<file path="src/source/uart_consts.svh">
`ifndef UART_CONSTS_SVH
`define UART_CONSTS_SVH

// sys_clk cycles per oversampling tick
// the small default keeps a bit time at 64 clocks
`define UART_CLK_DIV 4

// ticks per bit cell on both the receive and transmit side
`define UART_OVERSAMPLE 16

// data bits per frame, sent least significant bit first
`define UART_WORD_LEN 8

`endif

</file>
<file path="src/source/uart_pkg.sv">
`include "uart_consts.svh"

package uart_pkg;

  // one data word as it appears on the parallel side
  typedef logic [`UART_WORD_LEN-1:0] uart_byte_t;

  // position inside one bit cell, counted in oversampling ticks
  typedef logic [3:0] tick_cnt_t;

  // number of data bits already handled within a frame
  typedef logic [3:0] bit_cnt_t;

  typedef enum logic [1:0] {
    RX_IDLE,
    RX_START,
    RX_DATA,
    RX_STOP
  } rx_state_t;

  typedef enum logic [1:0] {
    TX_IDLE,
    TX_START,
    TX_DATA,
    TX_STOP
  } tx_state_t;

endpackage

</file>
<file path="src/source/uart_baud_gen.sv">
`timescale 1ns/1ps
`include "uart_consts.svh"

module uart_baud_gen (
  input  logic sys_clk,
  input  logic sys_rst_l,
  output logic baud_tick
);

  localparam int unsigned DIV   = `UART_CLK_DIV;
  localparam int unsigned CNT_W = ($clog2(DIV) > 0) ? $clog2(DIV) : 1;

  logic [CNT_W-1:0] div_cnt;

  // free running divider, the tick fires once per wrap
  always_ff @(posedge sys_clk) begin
    if (!sys_rst_l) begin
      div_cnt   <= '0;
      baud_tick <= 1'b0;
    end else if (div_cnt == CNT_W'(DIV - 1)) begin
      div_cnt   <= '0;
      baud_tick <= 1'b1;
    end else begin
      div_cnt   <= div_cnt + 1'b1;
      baud_tick <= 1'b0;
    end
  end

endmodule

</file>
<file path="src/source/uart_rx.sv">
`timescale 1ns/1ps
`include "uart_consts.svh"

module uart_rx (
  input  logic                 sys_clk,
  input  logic                 sys_rst_l,
  input  logic                 baud_tick,
  input  logic                 uart_rxd,
  output uart_pkg::uart_byte_t rx_data,
  output logic                 rx_valid,
  output logic                 rx_frame_error
);

  import uart_pkg::*;

  // the start bit is checked half a bit after the falling edge was seen
  localparam tick_cnt_t MID_TICK  = tick_cnt_t'(`UART_OVERSAMPLE / 2 - 1);
  localparam tick_cnt_t LAST_TICK = tick_cnt_t'(`UART_OVERSAMPLE - 1);
  localparam bit_cnt_t  LAST_BIT  = bit_cnt_t'(`UART_WORD_LEN - 1);

  logic       rxd_meta;
  logic       rxd_sync;
  rx_state_t  state;
  tick_cnt_t  tick_cnt;
  bit_cnt_t   bit_cnt;
  uart_byte_t shift_reg;
  logic       cell_end;

  // two flop synchronizer, reset to the idle line level so reset
  // never looks like a start bit
  always_ff @(posedge sys_clk) begin
    if (!sys_rst_l) begin
      rxd_meta <= 1'b1;
      rxd_sync <= 1'b1;
    end else begin
      rxd_meta <= uart_rxd;
      rxd_sync <= rxd_meta;
    end
  end

  // a full bit cell after the start centre lands on the next bit centre
  assign cell_end = baud_tick && (tick_cnt == LAST_TICK);

  always_ff @(posedge sys_clk) begin
    if (!sys_rst_l) begin
      state    <= RX_IDLE;
      tick_cnt <= '0;
      bit_cnt  <= '0;
    end else if (baud_tick) begin
      tick_cnt <= tick_cnt + 1'b1;
      unique case (state)
        RX_IDLE: begin
          // hold the counter so the start check is timed from the edge
          tick_cnt <= '0;
          if (!rxd_sync) begin
            state <= RX_START;
          end
        end
        RX_START: begin
          if (tick_cnt == MID_TICK) begin
            tick_cnt <= '0;
            bit_cnt  <= '0;
            // a high line here was only a glitch
            if (rxd_sync) begin
              state <= RX_IDLE;
            end else begin
              state <= RX_DATA;
            end
          end
        end
        RX_DATA: begin
          if (tick_cnt == LAST_TICK) begin
            bit_cnt <= bit_cnt + 1'b1;
            if (bit_cnt == LAST_BIT) begin
              state <= RX_STOP;
            end
          end
        end
        RX_STOP: begin
          if (tick_cnt == LAST_TICK) begin
            state <= RX_IDLE;
          end
        end
        default: begin
          state <= RX_IDLE;
        end
      endcase
    end
  end

  // data arrives lsb first, so each new bit enters at the top
  always_ff @(posedge sys_clk) begin
    if (cell_end && (state == RX_DATA)) begin
      shift_reg <= {rxd_sync, shift_reg[`UART_WORD_LEN-1:1]};
    end
  end

  always_ff @(posedge sys_clk) begin
    if (!sys_rst_l) begin
      rx_data        <= '0;
      rx_valid       <= 1'b0;
      rx_frame_error <= 1'b0;
    end else begin
      rx_valid <= 1'b0;
      if (cell_end && (state == RX_STOP)) begin
        rx_data        <= shift_reg;
        // the stop bit must be high, anything else is a framing fault
        rx_frame_error <= !rxd_sync;
        rx_valid       <= 1'b1;
      end
    end
  end

endmodule

</file>
<file path="src/source/uart_top.sv">
`timescale 1ns/1ps

module uart_top (
  input  logic                 sys_clk,
  input  logic                 sys_rst_l,
  input  logic                 tx_valid,
  input  logic                 uart_rxd,
  input  uart_pkg::uart_byte_t tx_data,
  output logic                 tx_ready,
  output logic                 uart_txd,
  output logic                 rx_valid,
  output logic                 rx_frame_error,
  output uart_pkg::uart_byte_t rx_data
);

  // one tick shared by both directions keeps their bit rates identical
  logic baud_tick;

  uart_baud_gen u_baud_gen (
    .sys_clk   (sys_clk),
    .sys_rst_l (sys_rst_l),
    .baud_tick (baud_tick)
  );

  uart_rx u_rx (
    .sys_clk        (sys_clk),
    .sys_rst_l      (sys_rst_l),
    .baud_tick      (baud_tick),
    .uart_rxd       (uart_rxd),
    .rx_data        (rx_data),
    .rx_valid       (rx_valid),
    .rx_frame_error (rx_frame_error)
  );

  uart_tx u_tx (
    .sys_clk   (sys_clk),
    .sys_rst_l (sys_rst_l),
    .baud_tick (baud_tick),
    .tx_valid  (tx_valid),
    .tx_data   (tx_data),
    .tx_ready  (tx_ready),
    .uart_txd  (uart_txd)
  );

endmodule

</file>
<file path="src/source/uart_tx.sv">
`timescale 1ns/1ps
`include "uart_consts.svh"

module uart_tx (
  input  logic                 sys_clk,
  input  logic                 sys_rst_l,
  input  logic                 baud_tick,
  input  logic                 tx_valid,
  input  uart_pkg::uart_byte_t tx_data,
  output logic                 tx_ready,
  output logic                 uart_txd
);

  import uart_pkg::*;

  localparam tick_cnt_t LAST_TICK = tick_cnt_t'(`UART_OVERSAMPLE - 1);
  localparam bit_cnt_t  LAST_BIT  = bit_cnt_t'(`UART_WORD_LEN - 1);

  tx_state_t  state;
  tick_cnt_t  tick_cnt;
  bit_cnt_t   bit_cnt;
  uart_byte_t shift_reg;
  logic       accept;
  logic       bit_end;

  assign accept  = tx_valid && tx_ready;
  assign bit_end = baud_tick && (tick_cnt == LAST_TICK);

  always_ff @(posedge sys_clk) begin
    if (!sys_rst_l) begin
      state    <= TX_IDLE;
      tick_cnt <= '0;
      bit_cnt  <= '0;
      tx_ready <= 1'b1;
      uart_txd <= 1'b1;
    end else begin
      unique case (state)
        TX_IDLE: begin
          if (accept) begin
            tx_ready <= 1'b0;
          end else if (!tx_ready && baud_tick) begin
            // a byte is waiting, open the frame on this tick
            state    <= TX_START;
            tick_cnt <= '0;
            uart_txd <= 1'b0;
          end
        end
        TX_START: begin
          if (baud_tick) begin
            tick_cnt <= tick_cnt + 1'b1;
          end
          if (bit_end) begin
            state    <= TX_DATA;
            bit_cnt  <= '0;
            uart_txd <= shift_reg[0];
          end
        end
        TX_DATA: begin
          if (baud_tick) begin
            tick_cnt <= tick_cnt + 1'b1;
          end
          if (bit_end) begin
            bit_cnt <= bit_cnt + 1'b1;
            if (bit_cnt == LAST_BIT) begin
              state    <= TX_STOP;
              uart_txd <= 1'b1;
            end else begin
              uart_txd <= shift_reg[0];
            end
          end
        end
        TX_STOP: begin
          if (baud_tick) begin
            tick_cnt <= tick_cnt + 1'b1;
          end
          if (bit_end) begin
            state    <= TX_IDLE;
            tx_ready <= 1'b1;
          end
        end
        default: begin
          state    <= TX_IDLE;
          tx_ready <= 1'b1;
          uart_txd <= 1'b1;
        end
      endcase
    end
  end

  // bit 0 is always the next one to send, the register drains downward
  always_ff @(posedge sys_clk) begin
    if (accept) begin
      shift_reg <= tx_data;
    end else if (bit_end && ((state == TX_START) || (state == TX_DATA))) begin
      shift_reg <= shift_reg >> 1;
    end
  end

endmodule

</file>
<file path="config.mk">
export PLATFORM = sky130hd
export DESIGN_NAME = uart_top
export DESIGN_NICKNAME = d
export VERILOG_FILES = /design/src/source/uart_pkg.sv /design/src/source/uart_baud_gen.sv /design/src/source/uart_rx.sv /design/src/source/uart_top.sv /design/src/source/uart_tx.sv
export VERILOG_INCLUDE_DIRS = /design/src /design/src/source
export SDC_FILE = /design/constraint.sdc
export NUM_CORES = 1
export LEC_CHECK = 0
export BUFFER_PORTS_ARGS = -buffer_cell sky130_fd_sc_hd__clkbuf_2
export CAP_MARGIN = 20
export CORE_ASPECT_RATIO = 0.6
export CORE_UTILIZATION = 50
export DETAILED_ROUTE_END_ITERATION = 8
export PLACE_DENSITY = 0.77
export SYNTH_ARGS = -nofsm -noshare
export SYNTH_HDL_FRONTEND = slang
export SYNTH_SLANG_ARGS = --single-unit
</file>
<file path="constraint.sdc">
create_clock -name sys_clk -period 2.05 [get_ports sys_clk]
set_clock_uncertainty 0.05 [all_clocks]
set_input_delay 0.615 -clock sys_clk [delete_from_list [all_inputs] [get_ports sys_clk]]
set_output_delay 0.615 -clock sys_clk [all_outputs]
set_load 0.03 [all_outputs]
</file>
==> results of run 1 <==
[cell type report]
class / count / share of cell area (%)
clock buffer: 6 / 2.71
clock inverter: 2 / 0.562
inverter: 8 / 1.12
multi-input combinational: 168 / 41.8
sequential: 53 / 45.7
tap: 63 / 2.95
timing repair buffer: 26 / 5.15
[worst max-delay path by stage]
stage,start,slack (ns),endpoint
after floorplan,u_rx.state[0]$_SDFFE_PN0P_,0.29,u_rx.state[0]$_SDFFE_PN0P_
after global placement,u_rx.state[0]$_SDFFE_PN0P_,0.20,u_rx.state[0]$_SDFFE_PN0P_
after detailed placement,register,0.10,u_rx.state[0]$_SDFFE_PN0P_
after CTS,register,0.08,u_rx.state[0]$_SDFFE_PN0P_
after global routing,u_rx.state[0]$_SDFFE_PN0P_,0.02,u_rx.state[0]$_SDFFE_PN0P_
final,u_rx.state[0]$_SDFFE_PN0P_,0.10,u_rx.state[0]$_SDFFE_PN0P_
[per-layer routing]
layer / track usage (%) / part of all wire, % / up-vias
met2: 26.9 / 43 / 25
met4: 5.44 / 0.93 / 0
met5: 0 / 0 / -
li1: - / - / 895
met1: 29.9 / 53 / 859
met3: 4.13 / 2.9 / 5
[Yosys cell counts, drive strengths merged (4+ instances only)]
master  instances
dfxtp          37
nand2          36
a21oi          19
edfxtp         16
ha             14
nand3          12
nor2           11
mux2           10
inv             8
nor2b           6
o21ai           6
and3            5
nor3            5
o21a            5
clkbuf          4
mux2i           4
nand2b          4
nand4           4
[placed cells by master, fill, tap and decap left out, types with 2 or more instances in the layout]
cell,instances
clkbuf_8,5
and4_1,2
nand4_1,4
o21ai_0,6
mux2_2,10
nand2b_1,4
mux2i_1,4
nand4b_1,2
nand2_1,36
clkbuf_2,23
edfxtp_1,16
o21a_1,5
nor2b_1,6
inv_1,7
nor2_1,11
nand3b_1,2
nand3_1,12
and3_1,5
a31oi_1,2
a21boi_0,2
clkinvlp_4,2
o22ai_1,2
buf_4,3
ha_1,13
dfxtp_1,37
a21oi_1,19
nor3_1,5
[kinds of logic (layout without fill, tap and decap cells)]
group / Yosys count / in the layout / share of synthesized area [%]
compound gates: 45 / 45 / 12.2
fa+ha+maj: 14 / 14 / 7.35
buf+inv: 15 / 42 / 2.73
flops: 53 / 53 / 51.2
mux: 14 / 14 / 6.40
simple gates: 95 / 95 / 20.1
[power breakdown]
part,internal [uW],switching [uW],leakage (uW)
Clock,241,342,0.0000374
Sequential,1160,39.9,0.000448
Combinational,159,228,0.000537
Total,1560,611,0.00102
[worst max-delay path, cell delays in order, from the launching register on]
cell and delay, ns:
dfxtp_1 0.43, inv_1 0.11, ha_1 0.28, mux2_2 0.31, o32ai_4 0.21, nor4bb_2 0.36
nor3_1 0.08
[metrics by stage]
stage	hold WS [ns]	utilization [%]	instances	area [um^2]
floorplan	0.336	-	236	2380
global placement	0.341	55.9	318	2570
detailed placement	0.347	55.9	318	2570
CTS	0.369	57.8	326	2650
global route	0.400	58.3	326	2670
finish	0.368	58.3	326	2670
==> metrics.md, run 1 <==
| Metric | Value |
|---|---|
| Starting DRT DRC Count | 165 |
| WL final | about 4500 um |
| Slew Limit Headroom | 69.4% |
| HP Class | register to register |
| Largest net degree at the start of global routing | 26 |
| Pre-CTS setup slack | between 0.1 and 0.15 ns |
| Hold Path Depth | 1 |
| CTS tree | yes |
| Worst skew pair latency | around 0.3 ns |
| Largest area contributor in the netlist | dfxtp_1 |
| Async set or reset register ratio after synthesis | 0% |
| Root buffer cell | clkbuf_8 |
| Drt drc | 0 |
| Die H | 55.5 um |
| CP required | between 2 and 2.5 ns |
| Crit-path max FO | 8 |
| Port Buffer Count | 23 |
| R2R cell count | 6 |
| Die Footprint | between 5000 and 6000 um^2 |
| Fin nets | about 290 |
| Endpoints failing hold | 0 |
| Setup_tns | 0 ns |
| CP arrival | between 2 and 2.5 ns |
| Post-CTS Setup Bufs | 0 |
| Synthesized area per cell | 10.1 um^2 |
| Global-route wire length before repair | roughly 7700 um |
| DRT Pass-1 Iters | 4 |
| Antenna Nets Post-Route | 0 |
| Final setup fails | 0 |
| R2R Setup Slk | 0.10 ns |
| Layout area overhead | 12.1% |
| Synth unique cells | 42 |
| Chip width | 91.2 um |
| Kind of critical path | register to register |
| Sequential fraction of the synthesis area | between 50% and 60% |
| Clock Sinks | 53 |
| Vias | approximately 1800 |
| Synth area leaders | dfxtp_1, edfxtp_1, ha_1 |
| Htree depth | 2 |
| Final period util | around 95% |
| Crit. End Element | register |
| RSZ-0062 raised after global routing | no |
| Share of layout cells above drive strength 1 | 18.6% |
| Final critical-path setup slack | just over 0.1 ns |
| Reg2reg start | u_rx.state[0]$_SDFFE_PN0P_ |
| Footprint of the multi-input gates | approximately 1100 um^2 |
| Core area | approximately 4600 um^2 |
| EDFF count, synth | 16 |
| Post-cts gate resize count | 0 |
| Ant diodes | 0 |
| CTS Buffer Depth | 2 |
| Core Rows | 19 |
| Vias in the first global route | ~1600 |
| Ports | 24 |
| Global placer's final weighted congestion | 0.806 |
| Via density | 5.47 |
| Initial antenna violation count | 0 |
| Min cycle time layout | 1.95 ns |
| Max Cap Violations | 0 |
| Yosys warns | 0 |
| PD cells | 811 nW/um^2 |
| Hold path endpoint | u_rx.rxd_sync$_SDFF_PN1_ |
| Hold-fix buffers, CTS | 0 |
| Leak pwr | 0.00102 uW |
| Mapped Cells | around 240 |
| Total track usage | 19.3% |
| Wire per inst | roughly 14 um |
| Layout fillers | between 400 and 500 |
| F_max | ~510 MHz |
| GRT Residual Overflow | 0 |
| Final HPWL DP | roughly 3300 um |
| TritonCTS Buffers | 5 |
| Syn_nets | 262 |
| Worst R2R End | u_rx.state[0]$_SDFFE_PN0P_ |
| Starting density of the core | 52.0% |
| FF+latch count, synth | 53 |
| Top_reg_cell synth | dfxtp_1 |
| Worst-path clk slew | 0.09 ns |
| Mapped cell area | about 2400 um^2 |
| CP Launch Type | register |
| Total Power | between 2000 and 2500 uW |
| Final max-slew violation count | 0 |
| Status | completed |
| Register Area | 1220 um^2 |
| Area share of the largest cell type after synthesis | between 30 and 40% |
| Worst Hold Launch | u_rx.rxd_meta$_SDFF_PN1_ |
| Worst slew pin tran | approximately 0.46 ns |
| VDD IR-drop max | ~0.38 mV |
Note: power is estimated with default switching activity, not from simulation.
==> inputs of run 2 (changes only) <==
--- a/config.mk
+++ b/config.mk
@@ -11,7 +11,7 @@
 export CORE_ASPECT_RATIO = 0.6
 export CORE_UTILIZATION = 50
 export DETAILED_ROUTE_END_ITERATION = 8
-export PLACE_DENSITY = 0.77
+export PLACE_DENSITY = 0.8
 export SYNTH_ARGS = -nofsm -noshare
 export SYNTH_HDL_FRONTEND = slang
 export SYNTH_SLANG_ARGS = --single-unit
==> constraint.sdc (replaced) <==
create_clock -name sys_clk -period 1.7 [get_ports sys_clk]
set_clock_uncertainty 0.05 [all_clocks]
set_input_delay 0.51 -clock sys_clk [delete_from_list [all_inputs] [get_ports sys_clk]]
set_output_delay 0.51 -clock sys_clk [all_outputs]
set_load 0.03 [all_outputs]
==> run 2 against run 1 <==
  * Final cell count is 5.5% higher
  * Count of clock-buffer cells in the layout stayed put
  * Routed wire length grew 7.4%
  * Critical path depth unchanged
  * Non-clock buffer count rose by 18
  * Via count increased by 2.5%
  * Maximum frequency grew 18%
  * First-iteration DRC count is 39% lower
==> metrics.md, run 2 (synthesis results as in run 1) <==
| Metric | Value |
|---|---|
| R2R cell count | 6 (unchanged) |
| Kind of critical path | register to register |
| CP Launch Type | register |
| Max Cap Violations | 0 (unchanged) |
| Min cycle time layout | 1.65 ns (-0.298 ns) |
| Final HPWL DP | 3390 um (+4.1%) |
| Vias in the first global route | 1676 (+4.5%) |
| Worst slew pin tran | 0.380 ns (-0.0782 ns) |
| Root buffer cell | clkbuf_8 |
| Hold path endpoint | u_rx.rxd_meta$_SDFF_PN1_ |
| Crit. End Element | register |
| Reg2reg start | u_tx.state[1]$_SDFFE_PN0P_ |
| Layout fillers | 356 (-12%) |
| Clock Sinks | 53 (unchanged) |
| Die Footprint | 5060 um^2 (unchanged) |
| Most common cell after layout, fill and taps aside | nand2_1 |
| Starting density of the core | 52.0% (unchanged) |
| Ports | 24 (unchanged) |
| Finished Layout Cells | 344 (+5.5%) |
| Worst Hold Launch | uart_rxd |
| TritonCTS Buffers | 5 (unchanged) |
| Wire per inst | 14.1 um (+1.8%) |
| Status | completed |
| Final setup fails | 0 (unchanged) |
| Global placer's final weighted congestion | 0.781 (-3.2%) |
| WL final | 4870 um (+7.4%) |
| Worst R2R End | u_tx.state[0]$_SDFFE_PN0P_ |
| Starting DRT DRC Count | 101 (-39%) |
| Layout area overhead | 22.5% |
| Final period util | 97.1% (+2.0 points) |
| VDD IR-drop max | 0.578 mV (+52%) |
| Hold Path Depth | 2 (+1) |
| Port Buffer Count | 23 (unchanged) |
| Antenna Nets Post-Route | 0 (unchanged) |
| Dpl cells | 334 (+5.0%) |
| Drt drc | 0 (unchanged) |
| Total track usage | 20.4% (+1.1 points) |
| Footprint of the multi-input gates | 1190 um^2 (+6.2%) |
| Vias | 1828 (+2.5%) |
| GRT Residual Overflow | 0 (unchanged) |
| WHS | 0.329 ns (-0.0390 ns) |
| Ant diodes | 0 (unchanged) |
| CP required | 1.87 ns (-0.30 ns) |
| Slew Limit Headroom | 74.7% (+5.3 points) |
| Chip width | 91.2 um (unchanged) |
| Leak pwr | 0.00114 uW (+12%) |
| Endpoints failing hold | 0 (unchanged) |
| Most frequent cells in the layout | nand2_1, dfxtp_1, clkbuf_2, buf_4, a21oi_1 |
| Crit-path max FO | 4 (-4) |
| Final max-slew violation count | 0 (unchanged) |
| Core area | 4590 um^2 (unchanged) |
| Largest net degree at the start of global routing | 20 (-23%) |
| Register Area | 1230 um^2 (+1.0%) |
| RSZ-0062 raised after global routing | yes |
| Die H | 55.5 um (unchanged) |
| DRT Pass-1 Iters | 4 (unchanged) |
| Worst skew pair latency | 0.31 ns (about the same) |
| Share of layout cells above drive strength 1 | 30.6% (+12 points) |
| HP Class | primary input to register |
| Htree depth | 2 (unchanged) |
| Via density | 5.31 (-2.9%) |
| Core Rows | 19 (unchanged) |
| PD cells | 989 nW/um^2 (+22%) |
| Worst-path clk slew | 0.10 ns (about the same) |
| Initial antenna violation count | 0 (unchanged) |
| CTS Buffer Depth | 2 (unchanged) |
| CP arrival | 1.82 ns (-0.25 ns) |
| F_max | 606 MHz (+18%) |
| CTS tree | yes |
| Fin nets | 306 (+6.3%) |
| Global-route wire length before repair | 7950 um (+3.8%) |
| R2R Setup Slk | 0.05 ns (-0.05 ns) |
[run 2: layout make-up]
| cell class | count | area share, % |
|---|---|---|
| sequential | 53 | 42.2 |
| multi-input combinational | 168 | 40.7 |
| timing repair buffer | 44 | 9.47 |
| tap | 63 | 2.70 |
| clock buffer | 6 | 2.49 |
| clock inverter | 2 | 1.33 |
| inverter | 8 | 1.11 |
[run 2: worst max path at each step]
stage	from	slack [ns]	endpoint	cells after the start
floorplan	u_rx.state[0]$_SDFFE_PN0P_	0.007	u_rx.bit_cnt[0]$_SDFFE_PN0P_	6
global placement	u_rx.state[0]$_SDFFE_PN0P_	0.006	u_rx.bit_cnt[0]$_SDFFE_PN0P_	6
detailed placement	u_rx.state[0]$_SDFFE_PN0P_	-0.07	u_rx.bit_cnt[1]$_SDFFE_PN0P_	6
CTS	u_rx.tick_cnt[0]$_SDFFE_PN0P_	0.0006	u_rx.shift_reg[7]$_DFFE_PP_	3
global route	u_tx.tick_cnt[1]$_SDFFE_PN0P_	-0.06	u_tx.state[0]$_SDFFE_PN0P_	6
finish	u_tx.state[1]$_SDFFE_PN0P_	0.05	u_tx.state[0]$_SDFFE_PN0P_	6
[run 2: routing by layer]
metal / share of wire [%] / global-route usage [%]
met1: 53 / 30.8
met2: 41 / 28.0
met3: 4.6 / 4.82
met4: 1.1 / 7.71
met5: 0 / 0
[run 2: metrics by stage]
stage / setup slack (ns) / setup TNS, ns / cell area [um^2] / total power [uW] / util (%)
finish: 0.0493 / 0 / 2920 / 2890 / 63.6
global route: -0.0569 / -0.0837 / 2920 / 3020 / 63.6
CTS: 0.000569 / 0 / 2830 / 2900 / 61.6
detailed placement: -0.0696 / -0.269 / 2700 / 2020 / 58.8
global placement: 0.00563 / 0 / 2700 / 1990 / 58.8
floorplan: 0.00653 / 0 / 2400 / 1810 / -
[run 2: critical path, stage by stage, from the launching register on]
cell and delay, ns:
dfxtp_2 0.36, inv_1 0.06, ha_1 0.23, or2_2 0.30
a21oi_2 0.17, o22ai_2 0.13, a221oi_2 0.27
[run 2: report_power, final]
group | switching [uW] | leakage, uW | internal [uW]
Combinational | 317 | 0.000635 | 279
Sequential | 46.0 | 0.000452 | 1400
Clock | 409 | 0.0000554 | 442
[run 2: timing repair]
item,4_1_cts,5_1_grt
buffers inserted,0,2
hold buffers,0,0
gates resized for setup,5,25
pin swaps,2,6
setup endpoints to repair,7,36
